File: config.mk
export PLATFORM = sky130hd
export DESIGN_NAME = heap_alloc_top
export DESIGN_NICKNAME = d
export VERILOG_FILES = /design/src/hw/heap_pkg.sv /design/src/hw/mem_pkg.sv /design/src/hw/mem_cmd_if.sv /design/src/hw/mem_sequencer.sv /design/src/hw/list_walker.sv /design/src/hw/link_updater.sv /design/src/hw/heap_alloc_ctrl.sv /design/src/hw/heap_alloc_top.sv
export VERILOG_INCLUDE_DIRS = /design/src /design/src/hw
export SDC_FILE = /design/constraint.sdc
export NUM_CORES = 1
export LEC_CHECK = 0
export ABC_AREA = 1
export ABC_CLOCK_PERIOD_IN_PS = 14600
export BUFFER_PORTS_ARGS = -buffer_cell sky130_fd_sc_hd__buf_2
export CAP_MARGIN = 20
export CORE_ASPECT_RATIO = 1.2
export CORE_UTILIZATION = 50
export DETAILED_ROUTE_END_ITERATION = 7
export PLACE_DENSITY = 0.7
export SKIP_CTS_REPAIR_TIMING = 1
export SYNTH_ARGS = -nofsm -noshare
export SYNTH_HDL_FRONTEND = slang
export SYNTH_SLANG_ARGS = --single-unit
File: constraint.sdc
create_clock -name clk_i -period 14.6 [get_ports clk_i]
set_input_delay 2.92 -clock clk_i [delete_from_list [all_inputs] [get_ports clk_i]]
set_output_delay 2.92 -clock clk_i [all_outputs]
set_load 0.01 [all_outputs]
File: src/hw/alloc_defs.svh
// heap allocator parameters: address width, header size and split threshold
`ifndef ALLOC_DEFS_SVH
`define ALLOC_DEFS_SVH

// addresses and block sizes share one width
`define ADDR_W 32

// size field followed by next field
`define HDR_BYTES 8

// smallest leftover that becomes a free block of its own
`define MIN_SPLIT 16

`endif

File: src/hw/heap_pkg.sv
// heap types: byte addresses, block sizes and the fit strategy
`include "alloc_defs.svh"

package heap_pkg;

  typedef logic [`ADDR_W-1:0] addr_t;      // byte address
  typedef logic [`ADDR_W-1:0] blk_size_t;  // payload bytes, header not counted

  // chosen per request
  typedef enum logic {
    FIRST_FIT = 1'b0,
    BEST_FIT  = 1'b1
  } alloc_strategy_e;

endpackage

File: src/hw/mem_pkg.sv
// memory port types: operations on block headers
package mem_pkg;

  typedef enum logic [1:0] {
    MEM_LOAD         = 2'd0,  // returns size and next
    MEM_WRITE_HEADER = 2'd1,  // size and next
    MEM_WRITE_NEXT   = 2'd2   // next only
  } mem_op_e;

endpackage

File: src/hw/mem_cmd_if.sv
// memory command channel to the sequencer and the walk result bundle
interface mem_cmd_if
  import heap_pkg::*;
  import mem_pkg::*;
();
  logic      cmd_valid;  // held with its fields until cmd_done
  mem_op_e   cmd_op;
  addr_t     cmd_addr;
  blk_size_t cmd_size;
  addr_t     cmd_next;
  logic      cmd_done;   // single-cycle pulse
  blk_size_t rsp_size;
  addr_t     rsp_next;

  modport client (output cmd_valid, cmd_op, cmd_addr, cmd_size, cmd_next,
                  input cmd_done, rsp_size, rsp_next);
  modport server (input cmd_valid, cmd_op, cmd_addr, cmd_size, cmd_next,
                  output cmd_done, rsp_size, rsp_next);
endinterface

// stable from walk_done until the next walk start
interface walk_result_if
  import heap_pkg::*;
();
  logic      found;
  addr_t     prev_addr;  // header whose next field gets relinked
  addr_t     blk_addr;
  blk_size_t blk_size;
  addr_t     blk_next;

  modport producer (output found, prev_addr, blk_addr, blk_size, blk_next);
  modport consumer (input found, prev_addr, blk_addr, blk_size, blk_next);
endinterface

File: src/hw/mem_sequencer.sv
// memory sequencer: serves walker and updater commands on the external port
module mem_sequencer
  import heap_pkg::*;
  import mem_pkg::*;
(
  input  logic      clk_i,
  input  logic      rst_ni,
  mem_cmd_if.server walk_mem,
  mem_cmd_if.server upd_mem,
  output logic      mem_req_valid_o,
  input  logic      mem_req_ready_i,
  output mem_op_e   mem_req_op_o,
  output addr_t     mem_req_addr_o,
  output blk_size_t mem_req_size_o,
  output addr_t     mem_req_next_o,
  input  logic      mem_rsp_valid_i,
  input  blk_size_t mem_rsp_size_i,
  input  addr_t     mem_rsp_next_i
);

  typedef enum logic [1:0] {S_IDLE, S_ISSUE, S_WAIT} seq_state_e;

  seq_state_e state_q;
  logic       sel_upd_q;  // 1: updater owns the port
  logic       done_q;
  blk_size_t  rsp_size_q;
  addr_t      rsp_next_q;

  always_ff @(posedge clk_i) begin
    if (!rst_ni) begin
      state_q   <= S_IDLE;
      sel_upd_q <= 1'b0;
      done_q    <= 1'b0;
    end else begin
      done_q <= 1'b0;
      unique case (state_q)
        // client still shows valid while done is high
        S_IDLE: if (!done_q && (walk_mem.cmd_valid || upd_mem.cmd_valid)) begin
          sel_upd_q <= upd_mem.cmd_valid;
          state_q   <= S_ISSUE;
        end
        S_ISSUE: if (mem_req_ready_i) state_q <= S_WAIT;
        S_WAIT: if (mem_rsp_valid_i) begin
          done_q  <= 1'b1;
          state_q <= S_IDLE;
        end
        default: state_q <= S_IDLE;
      endcase
    end
  end

  always_ff @(posedge clk_i) begin
    if (state_q == S_WAIT && mem_rsp_valid_i) begin
      rsp_size_q <= mem_rsp_size_i;
      rsp_next_q <= mem_rsp_next_i;
    end
  end

  assign mem_req_valid_o = (state_q == S_ISSUE);
  assign mem_req_op_o    = sel_upd_q ? upd_mem.cmd_op   : walk_mem.cmd_op;
  assign mem_req_addr_o  = sel_upd_q ? upd_mem.cmd_addr : walk_mem.cmd_addr;
  assign mem_req_size_o  = sel_upd_q ? upd_mem.cmd_size : walk_mem.cmd_size;
  assign mem_req_next_o  = sel_upd_q ? upd_mem.cmd_next : walk_mem.cmd_next;

  assign walk_mem.cmd_done = done_q && !sel_upd_q;
  assign walk_mem.rsp_size = rsp_size_q;
  assign walk_mem.rsp_next = rsp_next_q;
  assign upd_mem.cmd_done  = done_q && sel_upd_q;
  assign upd_mem.rsp_size  = rsp_size_q;
  assign upd_mem.rsp_next  = rsp_next_q;

  // walk and update phases never overlap
  a_one_client: assert property (@(posedge clk_i) disable iff (!rst_ni)
    !(walk_mem.cmd_valid && upd_mem.cmd_valid));

  a_req_stable: assert property (@(posedge clk_i) disable iff (!rst_ni)
    mem_req_valid_o && !mem_req_ready_i |=> mem_req_valid_o && $stable(mem_req_op_o)
      && $stable(mem_req_addr_o) && $stable(mem_req_size_o) && $stable(mem_req_next_o));

  a_no_idle_rsp: assert property (@(posedge clk_i) disable iff (!rst_ni)
    state_q == S_IDLE |-> !mem_rsp_valid_i);

endmodule

File: src/hw/list_walker.sv
// free list walker: finds the fit block or the insertion point of a freed block
`include "alloc_defs.svh"

module list_walker
  import heap_pkg::*;
  import mem_pkg::*;
(
  input  logic            clk_i,
  input  logic            rst_ni,
  input  logic            walk_start_i,
  output logic            walk_done_o,
  input  logic            is_alloc_i,
  input  blk_size_t       size_i,
  input  addr_t           target_i,
  input  alloc_strategy_e strategy_i,
  input  addr_t           head_ptr_i,
  mem_cmd_if.client       mem,
  walk_result_if.producer res
);

  localparam addr_t HDR = addr_t'(`HDR_BYTES);

  typedef enum logic {W_IDLE, W_LOAD} walk_state_e;

  walk_state_e state_q;
  logic        done_q;
  logic        found_q;
  logic        is_head_q;   // current load is the pseudo header
  addr_t       cur_addr_q;
  addr_t       prev_addr_q;
  addr_t       res_prev_q;
  addr_t       res_blk_q;
  addr_t       res_next_q;
  blk_size_t   res_size_q;
  blk_size_t   best_left_q;

  addr_t     free_hdr;
  blk_size_t leftover;
  logic      step;
  logic      fits;
  logic      at_end;
  logic      ins_here;
  logic      take;
  logic      stop;

  assign step     = (state_q == W_LOAD) && mem.cmd_done;
  assign free_hdr = target_i - HDR;
  assign leftover = mem.rsp_size - size_i;
  assign fits     = !is_head_q && (mem.rsp_size >= size_i);  // head carries no payload
  assign at_end   = (mem.rsp_next == '0);
  assign ins_here = at_end || (mem.rsp_next > free_hdr);

  always_comb begin
    take = 1'b0;
    stop = at_end;
    if (!is_alloc_i) begin
      take = ins_here;  // loaded header becomes the predecessor
      stop = ins_here;
    end else if (strategy_i == FIRST_FIT) begin
      take = fits;
      stop = fits || at_end;
    end else begin
      take = fits && (!found_q || leftover < best_left_q);  // tie keeps the earlier block
    end
  end

  always_ff @(posedge clk_i) begin
    if (!rst_ni) begin
      state_q <= W_IDLE;
      done_q  <= 1'b0;
      found_q <= 1'b0;
    end else begin
      done_q <= 1'b0;
      if (state_q == W_IDLE && walk_start_i) begin
        state_q <= W_LOAD;
        found_q <= 1'b0;
      end else if (step) begin
        if (take) found_q <= 1'b1;
        if (stop) begin
          state_q <= W_IDLE;
          done_q  <= 1'b1;
        end
      end
    end
  end

  always_ff @(posedge clk_i) begin
    if (state_q == W_IDLE && walk_start_i) begin
      cur_addr_q <= head_ptr_i;
      is_head_q  <= 1'b1;
    end else if (step) begin
      prev_addr_q <= cur_addr_q;
      cur_addr_q  <= mem.rsp_next;
      is_head_q   <= 1'b0;
      if (take) begin
        res_prev_q  <= is_alloc_i ? prev_addr_q : cur_addr_q;
        res_blk_q   <= is_alloc_i ? cur_addr_q : free_hdr;
        res_size_q  <= mem.rsp_size;
        res_next_q  <= mem.rsp_next;
        best_left_q <= leftover;
      end
    end
  end

  assign mem.cmd_valid = (state_q == W_LOAD);
  assign mem.cmd_op    = MEM_LOAD;
  assign mem.cmd_addr  = cur_addr_q;
  assign mem.cmd_size  = '0;
  assign mem.cmd_next  = '0;

  assign walk_done_o   = done_q;
  assign res.found     = found_q;
  assign res.prev_addr = res_prev_q;
  assign res.blk_addr  = res_blk_q;
  assign res.blk_size  = res_size_q;
  assign res.blk_next  = res_next_q;

endmodule

File: src/hw/link_updater.sv
// link updater: header writes that split, unlink or insert a block
`include "alloc_defs.svh"

module link_updater
  import heap_pkg::*;
  import mem_pkg::*;
(
  input  logic            clk_i,
  input  logic            rst_ni,
  input  logic            upd_start_i,
  output logic            upd_done_o,
  input  logic            is_alloc_i,
  input  blk_size_t       size_i,
  input  addr_t           target_i,
  walk_result_if.consumer res,
  mem_cmd_if.client       mem
);

  localparam addr_t HDR = addr_t'(`HDR_BYTES);

  typedef enum logic [2:0] {U_IDLE, U_HDR, U_NEW, U_FREE, U_LINK} upd_state_e;

  upd_state_e state_q;
  logic       done_q;

  blk_size_t leftover;
  logic      split;
  addr_t     new_addr;
  addr_t     free_hdr;
  addr_t     link_next;

  assign leftover = res.blk_size - size_i;
  assign split    = is_alloc_i && (leftover >= blk_size_t'(`MIN_SPLIT));
  assign new_addr = res.blk_addr + HDR + size_i;  // remainder header
  assign free_hdr = target_i - HDR;

  always_comb begin
    if (!is_alloc_i) link_next = free_hdr;
    else if (split) link_next = new_addr;
    else link_next = res.blk_next;  // unlink whole block
  end

  always_ff @(posedge clk_i) begin
    if (!rst_ni) begin
      state_q <= U_IDLE;
      done_q  <= 1'b0;
    end else begin
      done_q <= 1'b0;
      unique case (state_q)
        U_IDLE: if (upd_start_i) begin
          if (!is_alloc_i) state_q <= U_FREE;
          else if (!res.found) done_q <= 1'b1;  // nothing fits, list untouched
          else if (split) state_q <= U_HDR;
          else state_q <= U_LINK;
        end
        U_HDR:  if (mem.cmd_done) state_q <= U_NEW;
        U_NEW:  if (mem.cmd_done) state_q <= U_LINK;
        U_FREE: if (mem.cmd_done) state_q <= U_LINK;
        U_LINK: if (mem.cmd_done) begin
          state_q <= U_IDLE;
          done_q  <= 1'b1;
        end
        default: state_q <= U_IDLE;
      endcase
    end
  end

  // relink of the predecessor is the default command
  always_comb begin
    mem.cmd_valid = (state_q != U_IDLE);
    mem.cmd_op    = MEM_WRITE_NEXT;
    mem.cmd_addr  = res.prev_addr;
    mem.cmd_size  = '0;
    mem.cmd_next  = link_next;
    case (state_q)
      U_HDR: begin
        mem.cmd_op   = MEM_WRITE_HEADER;
        mem.cmd_addr = res.blk_addr;
        mem.cmd_size = size_i;
        mem.cmd_next = '0;
      end
      U_NEW: begin
        mem.cmd_op   = MEM_WRITE_HEADER;
        mem.cmd_addr = new_addr;
        mem.cmd_size = leftover - HDR;
        mem.cmd_next = res.blk_next;
      end
      U_FREE: begin
        mem.cmd_addr = free_hdr;
        mem.cmd_next = res.blk_next;  // predecessor's old next
      end
      default: ;
    endcase
  end

  assign upd_done_o = done_q;

endmodule

File: src/hw/heap_alloc_ctrl.sv
// request controller: latches a request, runs walk then update, returns the result
`include "alloc_defs.svh"

module heap_alloc_ctrl
  import heap_pkg::*;
(
  input  logic            clk_i,
  input  logic            rst_ni,
  input  alloc_strategy_e strategy_i,
  input  logic            req_valid_i,
  output logic            req_ready_o,
  input  logic            req_is_alloc_i,
  input  blk_size_t       req_size_i,
  input  addr_t           req_addr_i,
  output logic            rsp_valid_o,
  input  logic            rsp_ready_i,
  output logic            rsp_is_alloc_o,
  output addr_t           rsp_addr_o,
  output logic            walk_start_o,
  input  logic            walk_done_i,
  output logic            upd_start_o,
  input  logic            upd_done_i,
  walk_result_if.consumer walk_res,
  output logic            req_is_alloc_q_o,
  output blk_size_t       req_size_q_o,
  output addr_t           req_addr_q_o,
  output alloc_strategy_e strategy_q_o
);

  typedef enum logic [1:0] {C_IDLE, C_WALK, C_UPDATE, C_RESP} ctrl_state_e;

  ctrl_state_e     state_q;
  logic            walk_start_q;
  logic            upd_start_q;
  logic            is_alloc_q;
  blk_size_t       size_q;
  addr_t           addr_q;
  alloc_strategy_e strategy_q;

  always_ff @(posedge clk_i) begin
    if (!rst_ni) begin
      state_q      <= C_IDLE;
      walk_start_q <= 1'b0;
      upd_start_q  <= 1'b0;
    end else begin
      walk_start_q <= 1'b0;
      upd_start_q  <= 1'b0;
      unique case (state_q)
        C_IDLE: if (req_valid_i) begin
          state_q      <= C_WALK;
          walk_start_q <= 1'b1;
        end
        C_WALK: if (walk_done_i) begin
          state_q     <= C_UPDATE;
          upd_start_q <= 1'b1;  // also for a failed alloc
        end
        C_UPDATE: if (upd_done_i) state_q <= C_RESP;
        C_RESP:   if (rsp_ready_i) state_q <= C_IDLE;
        default:  state_q <= C_IDLE;
      endcase
    end
  end

  always_ff @(posedge clk_i) begin
    if (state_q == C_IDLE && req_valid_i) begin
      is_alloc_q <= req_is_alloc_i;
      size_q     <= req_size_i;
      addr_q     <= req_addr_i;
      strategy_q <= strategy_i;
    end
  end

  assign req_ready_o    = (state_q == C_IDLE);
  assign rsp_valid_o    = (state_q == C_RESP);
  assign rsp_is_alloc_o = is_alloc_q;

  // payload pointer just past the header, zero when nothing fits
  always_comb begin
    if (!is_alloc_q) rsp_addr_o = addr_q;
    else if (walk_res.found) rsp_addr_o = walk_res.blk_addr + addr_t'(`HDR_BYTES);
    else rsp_addr_o = '0;
  end

  assign walk_start_o     = walk_start_q;
  assign upd_start_o      = upd_start_q;
  assign req_is_alloc_q_o = is_alloc_q;
  assign req_size_q_o     = size_q;
  assign req_addr_q_o     = addr_q;
  assign strategy_q_o     = strategy_q;

  // result comes from the walker and must hold under back-pressure
  a_rsp_hold: assert property (@(posedge clk_i) disable iff (!rst_ni)
    rsp_valid_o && !rsp_ready_i |=> rsp_valid_o && $stable(rsp_addr_o)
      && $stable(rsp_is_alloc_o));

endmodule

File: src/hw/heap_alloc_top.sv
// heap allocator top: request port, free list phases and header memory port
module heap_alloc_top (
  input  logic                      clk_i,
  input  logic                      rst_ni,
  input  heap_pkg::alloc_strategy_e strategy_i,
  input  heap_pkg::addr_t           head_ptr_i,
  input  logic                      req_valid_i,
  output logic                      req_ready_o,
  input  logic                      req_is_alloc_i,
  input  heap_pkg::blk_size_t       req_size_i,
  input  heap_pkg::addr_t           req_addr_i,
  output logic                      rsp_valid_o,
  input  logic                      rsp_ready_i,
  output logic                      rsp_is_alloc_o,
  output heap_pkg::addr_t           rsp_addr_o,
  output logic                      mem_req_valid_o,
  input  logic                      mem_req_ready_i,
  output logic [1:0]                mem_req_op_o,
  output heap_pkg::addr_t           mem_req_addr_o,
  output heap_pkg::blk_size_t       mem_req_size_o,
  output heap_pkg::addr_t           mem_req_next_o,
  input  logic                      mem_rsp_valid_i,
  input  heap_pkg::blk_size_t       mem_rsp_size_i,
  input  heap_pkg::addr_t           mem_rsp_next_i
);

  logic                      walk_start;
  logic                      walk_done;
  logic                      upd_start;
  logic                      upd_done;
  logic                      req_is_alloc_q;
  heap_pkg::blk_size_t       req_size_q;
  heap_pkg::addr_t           req_addr_q;
  heap_pkg::alloc_strategy_e strategy_q;

  mem_cmd_if     walk_mem ();
  mem_cmd_if     upd_mem ();
  walk_result_if walk_res ();

  heap_alloc_ctrl heap_alloc_ctrl_inst (
    .clk_i, .rst_ni, .strategy_i,
    .req_valid_i, .req_ready_o, .req_is_alloc_i, .req_size_i, .req_addr_i,
    .rsp_valid_o, .rsp_ready_i, .rsp_is_alloc_o, .rsp_addr_o,
    .walk_start_o(walk_start), .walk_done_i(walk_done),
    .upd_start_o(upd_start), .upd_done_i(upd_done),
    .walk_res(walk_res.consumer),
    .req_is_alloc_q_o(req_is_alloc_q), .req_size_q_o(req_size_q),
    .req_addr_q_o(req_addr_q), .strategy_q_o(strategy_q)
  );

  list_walker list_walker_inst (
    .clk_i, .rst_ni,
    .walk_start_i(walk_start), .walk_done_o(walk_done),
    .is_alloc_i(req_is_alloc_q), .size_i(req_size_q), .target_i(req_addr_q),
    .strategy_i(strategy_q), .head_ptr_i,
    .mem(walk_mem.client), .res(walk_res.producer)
  );

  link_updater link_updater_inst (
    .clk_i, .rst_ni,
    .upd_start_i(upd_start), .upd_done_o(upd_done),
    .is_alloc_i(req_is_alloc_q), .size_i(req_size_q), .target_i(req_addr_q),
    .res(walk_res.consumer), .mem(upd_mem.client)
  );

  mem_sequencer mem_sequencer_inst (
    .clk_i, .rst_ni,
    .walk_mem(walk_mem.server), .upd_mem(upd_mem.server),
    .mem_req_valid_o, .mem_req_ready_i, .mem_req_op_o,
    .mem_req_addr_o, .mem_req_size_o, .mem_req_next_o,
    .mem_rsp_valid_i, .mem_rsp_size_i, .mem_rsp_next_i
  );

endmodule

* After elaboration in Yosys (flattened, before gate mapping)
Cells that the tools add are included.
** Operators by class
- Mux-type cells :: 49
- Eq/ne operators :: 21
- Magnitude comparators :: 4
- Reductions and logical operators :: 40
- Add/sub/neg operators :: 6
- Bitwise logic cells :: 4
** Operators by type and width (number)
- $mux W32 :: 11
- $pmux W32 S2 :: 2
- $pmux W32 S3 :: 1
- $sub A32 B32 Y32 :: 2
- $sub A32 B4 Y32 const B :: 2
- $add A32 B32 Y32 :: 1
- $add A32 B4 Y32 const B :: 1
- $ge A32 B32 Y1 :: 1
- $ge A32 B5 Y1 const B :: 1
- $gt A32 B32 Y1 :: 1
- $logic_not A32 Y1 :: 1
- $lt A32 B32 Y1 :: 1
- $mux W3 :: 7
- $mux W2 :: 9
- $ne A2 B1 Y1 const B :: 8
- $mux W1 :: 15
- $reduce_and A2 Y1 :: 7
- $pmux W3 S4 :: 1
- $logic_and A1 B1 Y1 :: 10
- $pmux W2 S4 :: 1
- $eq A2 B2 Y1 const B :: 3
- $eq A3 B2 Y1 const B :: 2
- $ne A2 B2 Y1 const B :: 3
- $pmux W2 S3 :: 1
- 17 further kinds :: 32
** Storage, ports and cells
- Logic and storage cells :: 149
- Register bits after elaboration :: 370
- Input bits :: 168

* Logic depth before layout (Yosys ltp)
Gate-level depths: netlist of run 1.
- Depth in word-level cells :: 8
- Depth in mapped cells :: 27

* Modules after synthesis
From an unflattened synthesis of run 1, not the netlist that was laid out.
** Unflattened totals
- Cell total of the unflattened synthesis :: 3842
- Area, all modules :: 28781.4 µm²
** Modules (own cells, without submodules)
- list_walker :: seq. area each 6806.5 µm², cells an instance 1334, area each 12951.2 µm², instances 1
- link_updater :: seq. area each 80.1 µm², cells an instance 1672, area each 8575.7 µm², instances 1
- mem_sequencer :: seq. area each 2001.9 µm², cells an instance 475, area each 3834.9 µm², instances 1
- heap_alloc_ctrl :: seq. area each 2062.0 µm², cells an instance 361, area each 3419.5 µm², instances 1

* Worst setup path before layout of run 1
No wires, ideal clock.
- Path type :: in2reg
- From :: input port mem_rsp_valid_i
- To :: register mem_sequencer_inst.rsp_next_q[0], in the netlist mem_sequencer_inst.upd_mem.rsp_next[0], enable pin
- Data arrival time :: 7.311 ns
- Stages on the path :: 2
- Data required time :: 14.035 ns
- Path slack :: 6.724 ns
- Cells stage by stage :: inv_1 nor3_1
** On the way
- Longest elaborated chain between the ends :: 1
** Ends and longest elaborated chain
- start: declaration :: line heap_alloc_top.sv:22 : input logic mem_rsp_valid_i,
- $logic_and A1 B1 Y1 :: line mem_sequencer.sv:53 : if (state_q == S_WAIT && mem_rsp_valid_i) begin
- end signal: assignment :: line mem_sequencer.sv:55 : rsp_next_q <= mem_rsp_next_i;
- end: declaration :: line mem_sequencer.sv:27 : addr_t rsp_next_q;
No other way between the ends.
A chain may end at the register's enable or synchronous reset.

* Final worst setup path of run 1
- From :: register list_walker_inst.res_blk_q[4], in the netlist list_walker_inst.res.blk_addr[4]
- To :: output port mem_req_addr_o[31]
** On the way
- Longest elaborated chain between the ends :: 4
** Ends and longest elaborated chain
- start: declaration :: line list_walker.sv:32 : addr_t res_blk_q;
- start signal: assignment :: line list_walker.sv:97 : res_blk_q <= is_alloc_i ? cur_addr_q : free_hdr;
- $add A32 B4 Y32 :: line link_updater.sv:34 : assign new_addr = res.blk_addr + HDR + size_i;
- $add A32 B32 Y32 :: line link_updater.sv:34
- $pmux W32 S3 :: line link_updater.sv:75 : case (state_q)
- $mux W32 :: line mem_sequencer.sv:61 : assign mem_req_addr_o = sel_upd_q ? upd_mem.cmd_addr : walk_mem.cmd_addr;
- end: declaration :: line heap_alloc_top.sv:19 : output heap_pkg::addr_t mem_req_addr_o,
No other way between the ends.

==> results of run 1 <==
[area by class of cell]
class	count	share of cell area
timing repair buffer	323	0.0584
tap	644	0.0277
sequential	370	0.377
multi-input combinational	2278	0.426
inverter	510	0.0660
clock inverter	19	0.00964
clock buffer	52	0.0360
[through the flow]
step	instances	setup slack [ns]
floorplan	3250	6.72
finish	4196	6.29
global placement	4124	7.10
CTS	4196	6.39
global route	4196	5.85
detailed placement	4125	7.05
[routing by layer]
metal  wire length [µm]  up-vias  track usage
met5                  8        -            0
met3               6510      242       0.0461
met2              40500     1120        0.552
li1                   -    11403            -
met4               4820        2        0.177
met1              32700    10779        0.391
[path summary, 6_finish.rpt]
kind / from / slack (ns) / cells after the start / endpoint
max: list_walker_inst.res.blk_addr[4]$_DFFE_PP_ / 6.29 / 27 / mem_req_addr_o[31]
min reg2reg: list_walker_inst.mem.cmd_addr[22]$_DFFE_PP_ / 0.45 / 0 / list_walker_inst.prev_addr_q[22]$_DFFE_PP_
max reg2reg: heap_alloc_ctrl_inst.req_size_q_o[1]$_DFFE_PP_ / 8.02 / 26 / list_walker_inst.res.blk_size[14]$_DFFE_PP_
min: list_walker_inst.mem.cmd_addr[22]$_DFFE_PP_ / 0.45 / 0 / list_walker_inst.prev_addr_q[22]$_DFFE_PP_
[where the power goes]
part	internal [mW]	total, mW	switching (mW)
Combinational	0.417	1.30	0.885
Clock	0.601	1.05	0.449
Sequential	1.27	1.35	0.0749
[synth_stat cells (all sizes together), types with 7 or more instances]
cell type	number	area, µm²
nand2	855	3220
inv	505	1900
edfxtp	354	10600
nor2	254	1020
a21oi	243	1220
o21ai	193	966
nand3	185	1040
ha	164	2050
xor2	78	683
nand4	73	457
clkbuf	72	270
nor3	35	195
o22ai	30	188
o21a	25	188
xnor2	25	219
nor4	21	131
buf	20	119
dfxtp	16	320
or2	12	75.1
a21o	11	82.6
a221oi	11	96.3
nand3b	10	75.1
o221ai	10	87.6
o211ai	9	67.6
o21bai	7	52.6
[cells in the final DEF, fill, tap and decap left out, types with 11 or more instances in the layout]
cell type	Yosys	final
xor2_1	78	78
clkbuf_16	0	40
nand2_1	851	851
o21a_1	25	25
a21oi_1	242	242
a21o_1	11	11
xnor2_1	25	25
buf_4	2	20
nor2_1	237	236
nand3_2	23	23
clkbuf_1	72	12
edfxtp_1	354	354
nor4_1	21	21
nand4_1	73	73
nor3_1	31	27
o22ai_1	30	30
nor2_2	13	13
a221oi_1	11	11
inv_1	500	497
nand3_1	162	162
buf_2	5	301
dfxtp_1	16	15
o21ai_0	187	187
ha_1	164	164
[worst register-to-register path, delay by kind of cell, from the launching register on]
family	cells	cell delay, ns
buffers and inverters	4	1.37
adders and majority gates	2	0.58
DFF	1	0.48
and+or+nand+nor	12	1.46
xor gates and xnor gates	1	0.23
AOI/OAI and AO/OA	7	2.02
[cells by family after synthesis]
kind of cell               Yosys count  share of synthesized area
AOI/OAI and AO/OA                  558                      0.121
buffers and inverters              602                     0.0900
xor gates and xnor gates           103                     0.0352
and+or+nand+nor                   1450                      0.244
DFF                                370                      0.428
adders and majority gates          167                     0.0825
[state kept, by name (all words and copies together), names as in the netlist, 3 cells and up]
signal / count
heap_alloc_ctrl_inst.req_addr_q_o: 32
heap_alloc_ctrl_inst.req_size_q_o: 32
list_walker_inst.best_left_q: 32
list_walker_inst.mem.cmd_addr: 32
list_walker_inst.prev_addr_q: 32
list_walker_inst.res.blk_addr: 32
list_walker_inst.res.blk_next: 32
list_walker_inst.res.blk_size: 32
list_walker_inst.res.prev_addr: 32
mem_sequencer_inst.upd_mem.rsp_next: 32
mem_sequencer_inst.upd_mem.rsp_size: 32
link_updater_inst.state_q: 3
==> results.toml, run 1 <==
[clock_tree]
cts_tree = "built"
cts.clk_slew.worst_paths_ns = 0.06
cts_num_sinks = 370
clkLatencyLatePin_ns = 0.60
h-tree-depth = 2
clock_path_buffers = 3
clockRootBuffer = "clkbuf_16"
cts_made_buffers = 40

[route]
ant_nets = 0
first_iter_violations = 2311
vias = 23546
wire_per_inst_um = 20.2
drt_wl_total_mm = 84.6
first_pass_iters = 6
drc = 0
via_per_inst = 5.61

[finish]
multiInputGateArea_mm2 = 0.0124
nets = 3858
final_core_util = 0.576
diodes = 0
layout-drive-gt1-share = 0.128
ff_latch_area_mm2 = 0.0110
n_fill_cell = 4742
area_delta_synth_final_pct = 13.6
fin_area_mm2 = 0.0291

[timing]
post-route-min-period_ns = 8.31
rsz0062_at_grt = "false"
fin_tns_setup_ns = 0
hold_viol = 0
hold_ws_ns = 0.449
tightest_slew_ns = 1.05
slew_viol_final = 0
finClkSkew_ns = 0.0225
slew_headroom = 0.300
finalCritPeriodShare = 0.569
setup_viol = 0
max_freq_ghz = 0.120

[worst_setup_path]
slowest_delay_ns = 0.40
critPathBufInv = 4
critPathLaunchType = "register"
crit_top_cell = "nand2_1"
path_class = "register to output port"
cp_max_fo = 6
cp-end-kind = "output port"
critPathSlowestCell = "edfxtp_1"
critPathArrivalTime_ns = 5.39
cp.required_ns = 11.68
crit_family = "simple AND/OR/NAND/NOR gates"

[grt]
grt_overflow = 0
antenna_found_initial = 1
grt_pass1_vias = 22726
grt_pass1_wl_mm = 128
grt_usage = 0.323
grt_max_degree = 179

[power_and_ir_drop]
ir_drop_mv = 0.150
power.leakage_nw = 13.3
power_density_mw_per_mm2 = 127
total_power_mw = 3.70

[floorplanning]
die_width_um = 209
ios = 302
initial_utilization = 0.508
die_h_um = 250
coreArea_mm2 = 0.0504
placementRows = 90
die_area_mm2 = 0.0521

[min_path]
hp-class = "register to register"

[flow_run]
drv_cap = 0

[synth]
async_reset_ff_frac = 0
synth_sequential_area_ratio = 0.428
synth_fp_nets = 3585
synthCells = 3250
avgSynthCellArea_um2 = 7.88
synth_edf_count = 354
yosysUniqueCellTypes = 52
synth_seq_cells = 370
ys_warn_count = 0
synth-main-ff-cell = "edfxtp_1"
synth_area_mm2 = 0.0256

[placed_design]
dpl-instance-area_mm2 = 0.0278
hpwl_mm = 64.1
gp_congestion = 0.975
portBuffers = 301

[status]
outcome = "finished, final reports clean"
Note: power is estimated with default switching activity, not from simulation.
==> run 2: changes to the inputs <==
- ABC_CLOCK_PERIOD_IN_PS: 14600 -> 7400
- PLACE_DENSITY: 0.7 -> 0.73
- clock period: 14.6 -> 7.4 ns (I/O delays scaled with it)
==> run 2 against run 1 <==
Against the previous run:
- clock skew shrank 0.0019 ns
- routed wire length shrank 0.82%
- die area unchanged
- highest routed layer is now met4
- clock power increased by 89%
- global-route usage is 0.42 points lower
- combinational power grew 96%
- worst hold slack barely moved
- cell area about the same
==> results.toml, run 2 (same netlist as run 1, synthesis figures left out) <==
[timing]
hold_ws_ns = 0.450
slew_headroom = 0.266
rsz0062_at_grt = "false"
max_freq_ghz = 0.146
hold_viol = 0
slew_viol_final = 0
finClkSkew_ns = 0.0206
fin_tns_setup_ns = 0
finalCritPeriodShare = 0.925
tightest_slew_ns = 1.10
post-route-min-period_ns = 6.85
setup_viol = 0

[placed_design]
hpwl_mm = 63.5
dp_cells = 4127
gp_congestion = 0.974
dpl-instance-area_mm2 = 0.0278
portBuffers = 301

[route]
drc = 0
wire_per_inst_um = 20.0
vias = 23569
drt_wl_total_mm = 83.9
via_per_inst = 5.61
ant_nets = 0
first_pass_iters = 6
first_iter_violations = 2199

[grt]
grt_pass1_vias = 23046
grt_usage = 0.318
antenna_found_initial = 1
grtUsageMet2 = 0.542
grt_max_degree = 178
grt_overflow = 0
grt_pass1_wl_mm = 127
busiest_layer = "met2"
grtUsageMet3 = 0.0369
use_met1 = 0.388

[power_and_ir_drop]
power_density_mw_per_mm2 = 248
p_sw_frac = 0.381
p_comb_frac = 0.355
power.leakage_nw = 13.3
pwr-share-clk = 0.275
seq_power_share = 0.370
power_switching_mw = 2.74
p_int_mw = 4.45
ir_drop_mv = 0.279

[worst_setup_path]
critPathArrivalTime_ns = 5.37
r2r_cells = 26
cp-startpoint = "list_walker_inst.res.blk_addr[3]$_DFFE_PP_"
critPathLaunchType = "register"
r2r_start = "heap_alloc_ctrl_inst.req_size_q_o[1]$_DFFE_PP_"
cp.required_ns = 5.92
cp_max_fo = 6
path_class = "register to output port"
cp-end-kind = "output port"

[finish]
layout-drive-gt1-share = 0.129
fin_area_mm2 = 0.0291
diodes = 0
final_core_util = 0.576
instances_no_fill = 4199
nets = 3861
mostFrequentLayoutCells = "851 x nand2_1, 497 x inv_1, 354 x edfxtp_1"
area_delta_synth_final_pct = 13.5
final_common_cell = "nand2_1"

[clock_tree]
cts_tree = "built"
clockRootBuffer = "clkbuf_16"
cts_made_buffers = 40
h-tree-depth = 2
cts.clk_slew.worst_paths_ns = 0.06
clock_path_buffers = 3
clkLatencyLatePin_ns = 0.58
cts_num_sinks = 370

[floorplanning]
die_h_um = 250
die_width_um = 209
coreArea_mm2 = 0.0504
die_area_mm2 = 0.0521
ios = 302
initial_utilization = 0.508
placementRows = 90

[min_path]
hold_depth = 0
min_from = "list_walker_inst.mem.cmd_addr[2]$_DFFE_PP_"
hp-class = "register to register"

[flow_run]
drv_cap = 0

[status]
outcome = "finished, final reports clean"
## run 2: through the flow
step / setup WS [ns] / power, mW
2_1_floorplan: 0.228 / 4.37
3_3_place_gp: 1.31 / 5.18
3_5_place_dp: 1.25 / 5.20
4_1_cts: 0.635 / 7.19
5_1_grt: 0.113 / 7.58
6_report: 0.554 / 7.19
## run 2: power by group through the flow
stage | sequential (mW) | combinational [mW] | clock [mW]
after floorplan | 2.62 | 1.75 | 0
after global placement | 2.70 | 2.48 | 0
after CTS | 2.66 | 2.52 | 2.01
after global routing | 2.67 | 2.83 | 2.07
after detailed placement | 2.70 | 2.50 | 0
final | 2.66 | 2.55 | 1.98
## run 2: worst paths after layout
check,end,slack (ns)
setup / recovery,mem_req_next_o[31],0.55
hold reg to reg,list_walker_inst.prev_addr_q[2]$_DFFE_PP_,0.45
setup reg to reg,list_walker_inst.best_left_q[19]$_DFFE_PP_,1.62
hold / removal,list_walker_inst.prev_addr_q[2]$_DFFE_PP_,0.45
## run 2: cell type report
cell class / count / area, µm²
flip-flops and latches: 370 / 11000
repair buffers: 326 / 1750
clock inverters: 19 / 191
well taps: 644 / 806
multi-input cells: 2278 / 12400
fillers: 4712 / 21400
inverters: 510 / 1920
clock buffers: 52 / 1060
## run 2: critical path, cell delays in order, from the launching register on
cell and delay, ns:
edfxtp_1 0.39, ha_1 0.21, nand3_1 0.17, nor2_1 0.13, inv_1 0.06, nor2_1 0.15, nand3_1 0.13, nor2_1 0.25
nand3_1 0.18, nor3_2 0.31, nand2_1 0.09, inv_1 0.10, nand3_1 0.08, xor2_1 0.20, inv_1 0.07, ha_1 0.38
nand2_1 0.11, nor3_1 0.24, nand2_1 0.15, nor3_1 0.24, a21boi_0 0.26, nor2_1 0.07, nand2_1 0.07, nand2_1 0.16
nand3_1 0.15, nand3_1 0.08, a21oi_1 0.19, buf_2 0.18
## run 2: layer usage
metal / routed length (µm) / vias up
met5: 0 / -
met4: 5260 / 0
met3: 6260 / 251
met2: 40100 / 1102
met1: 32300 / 10802
li1: - / 11414
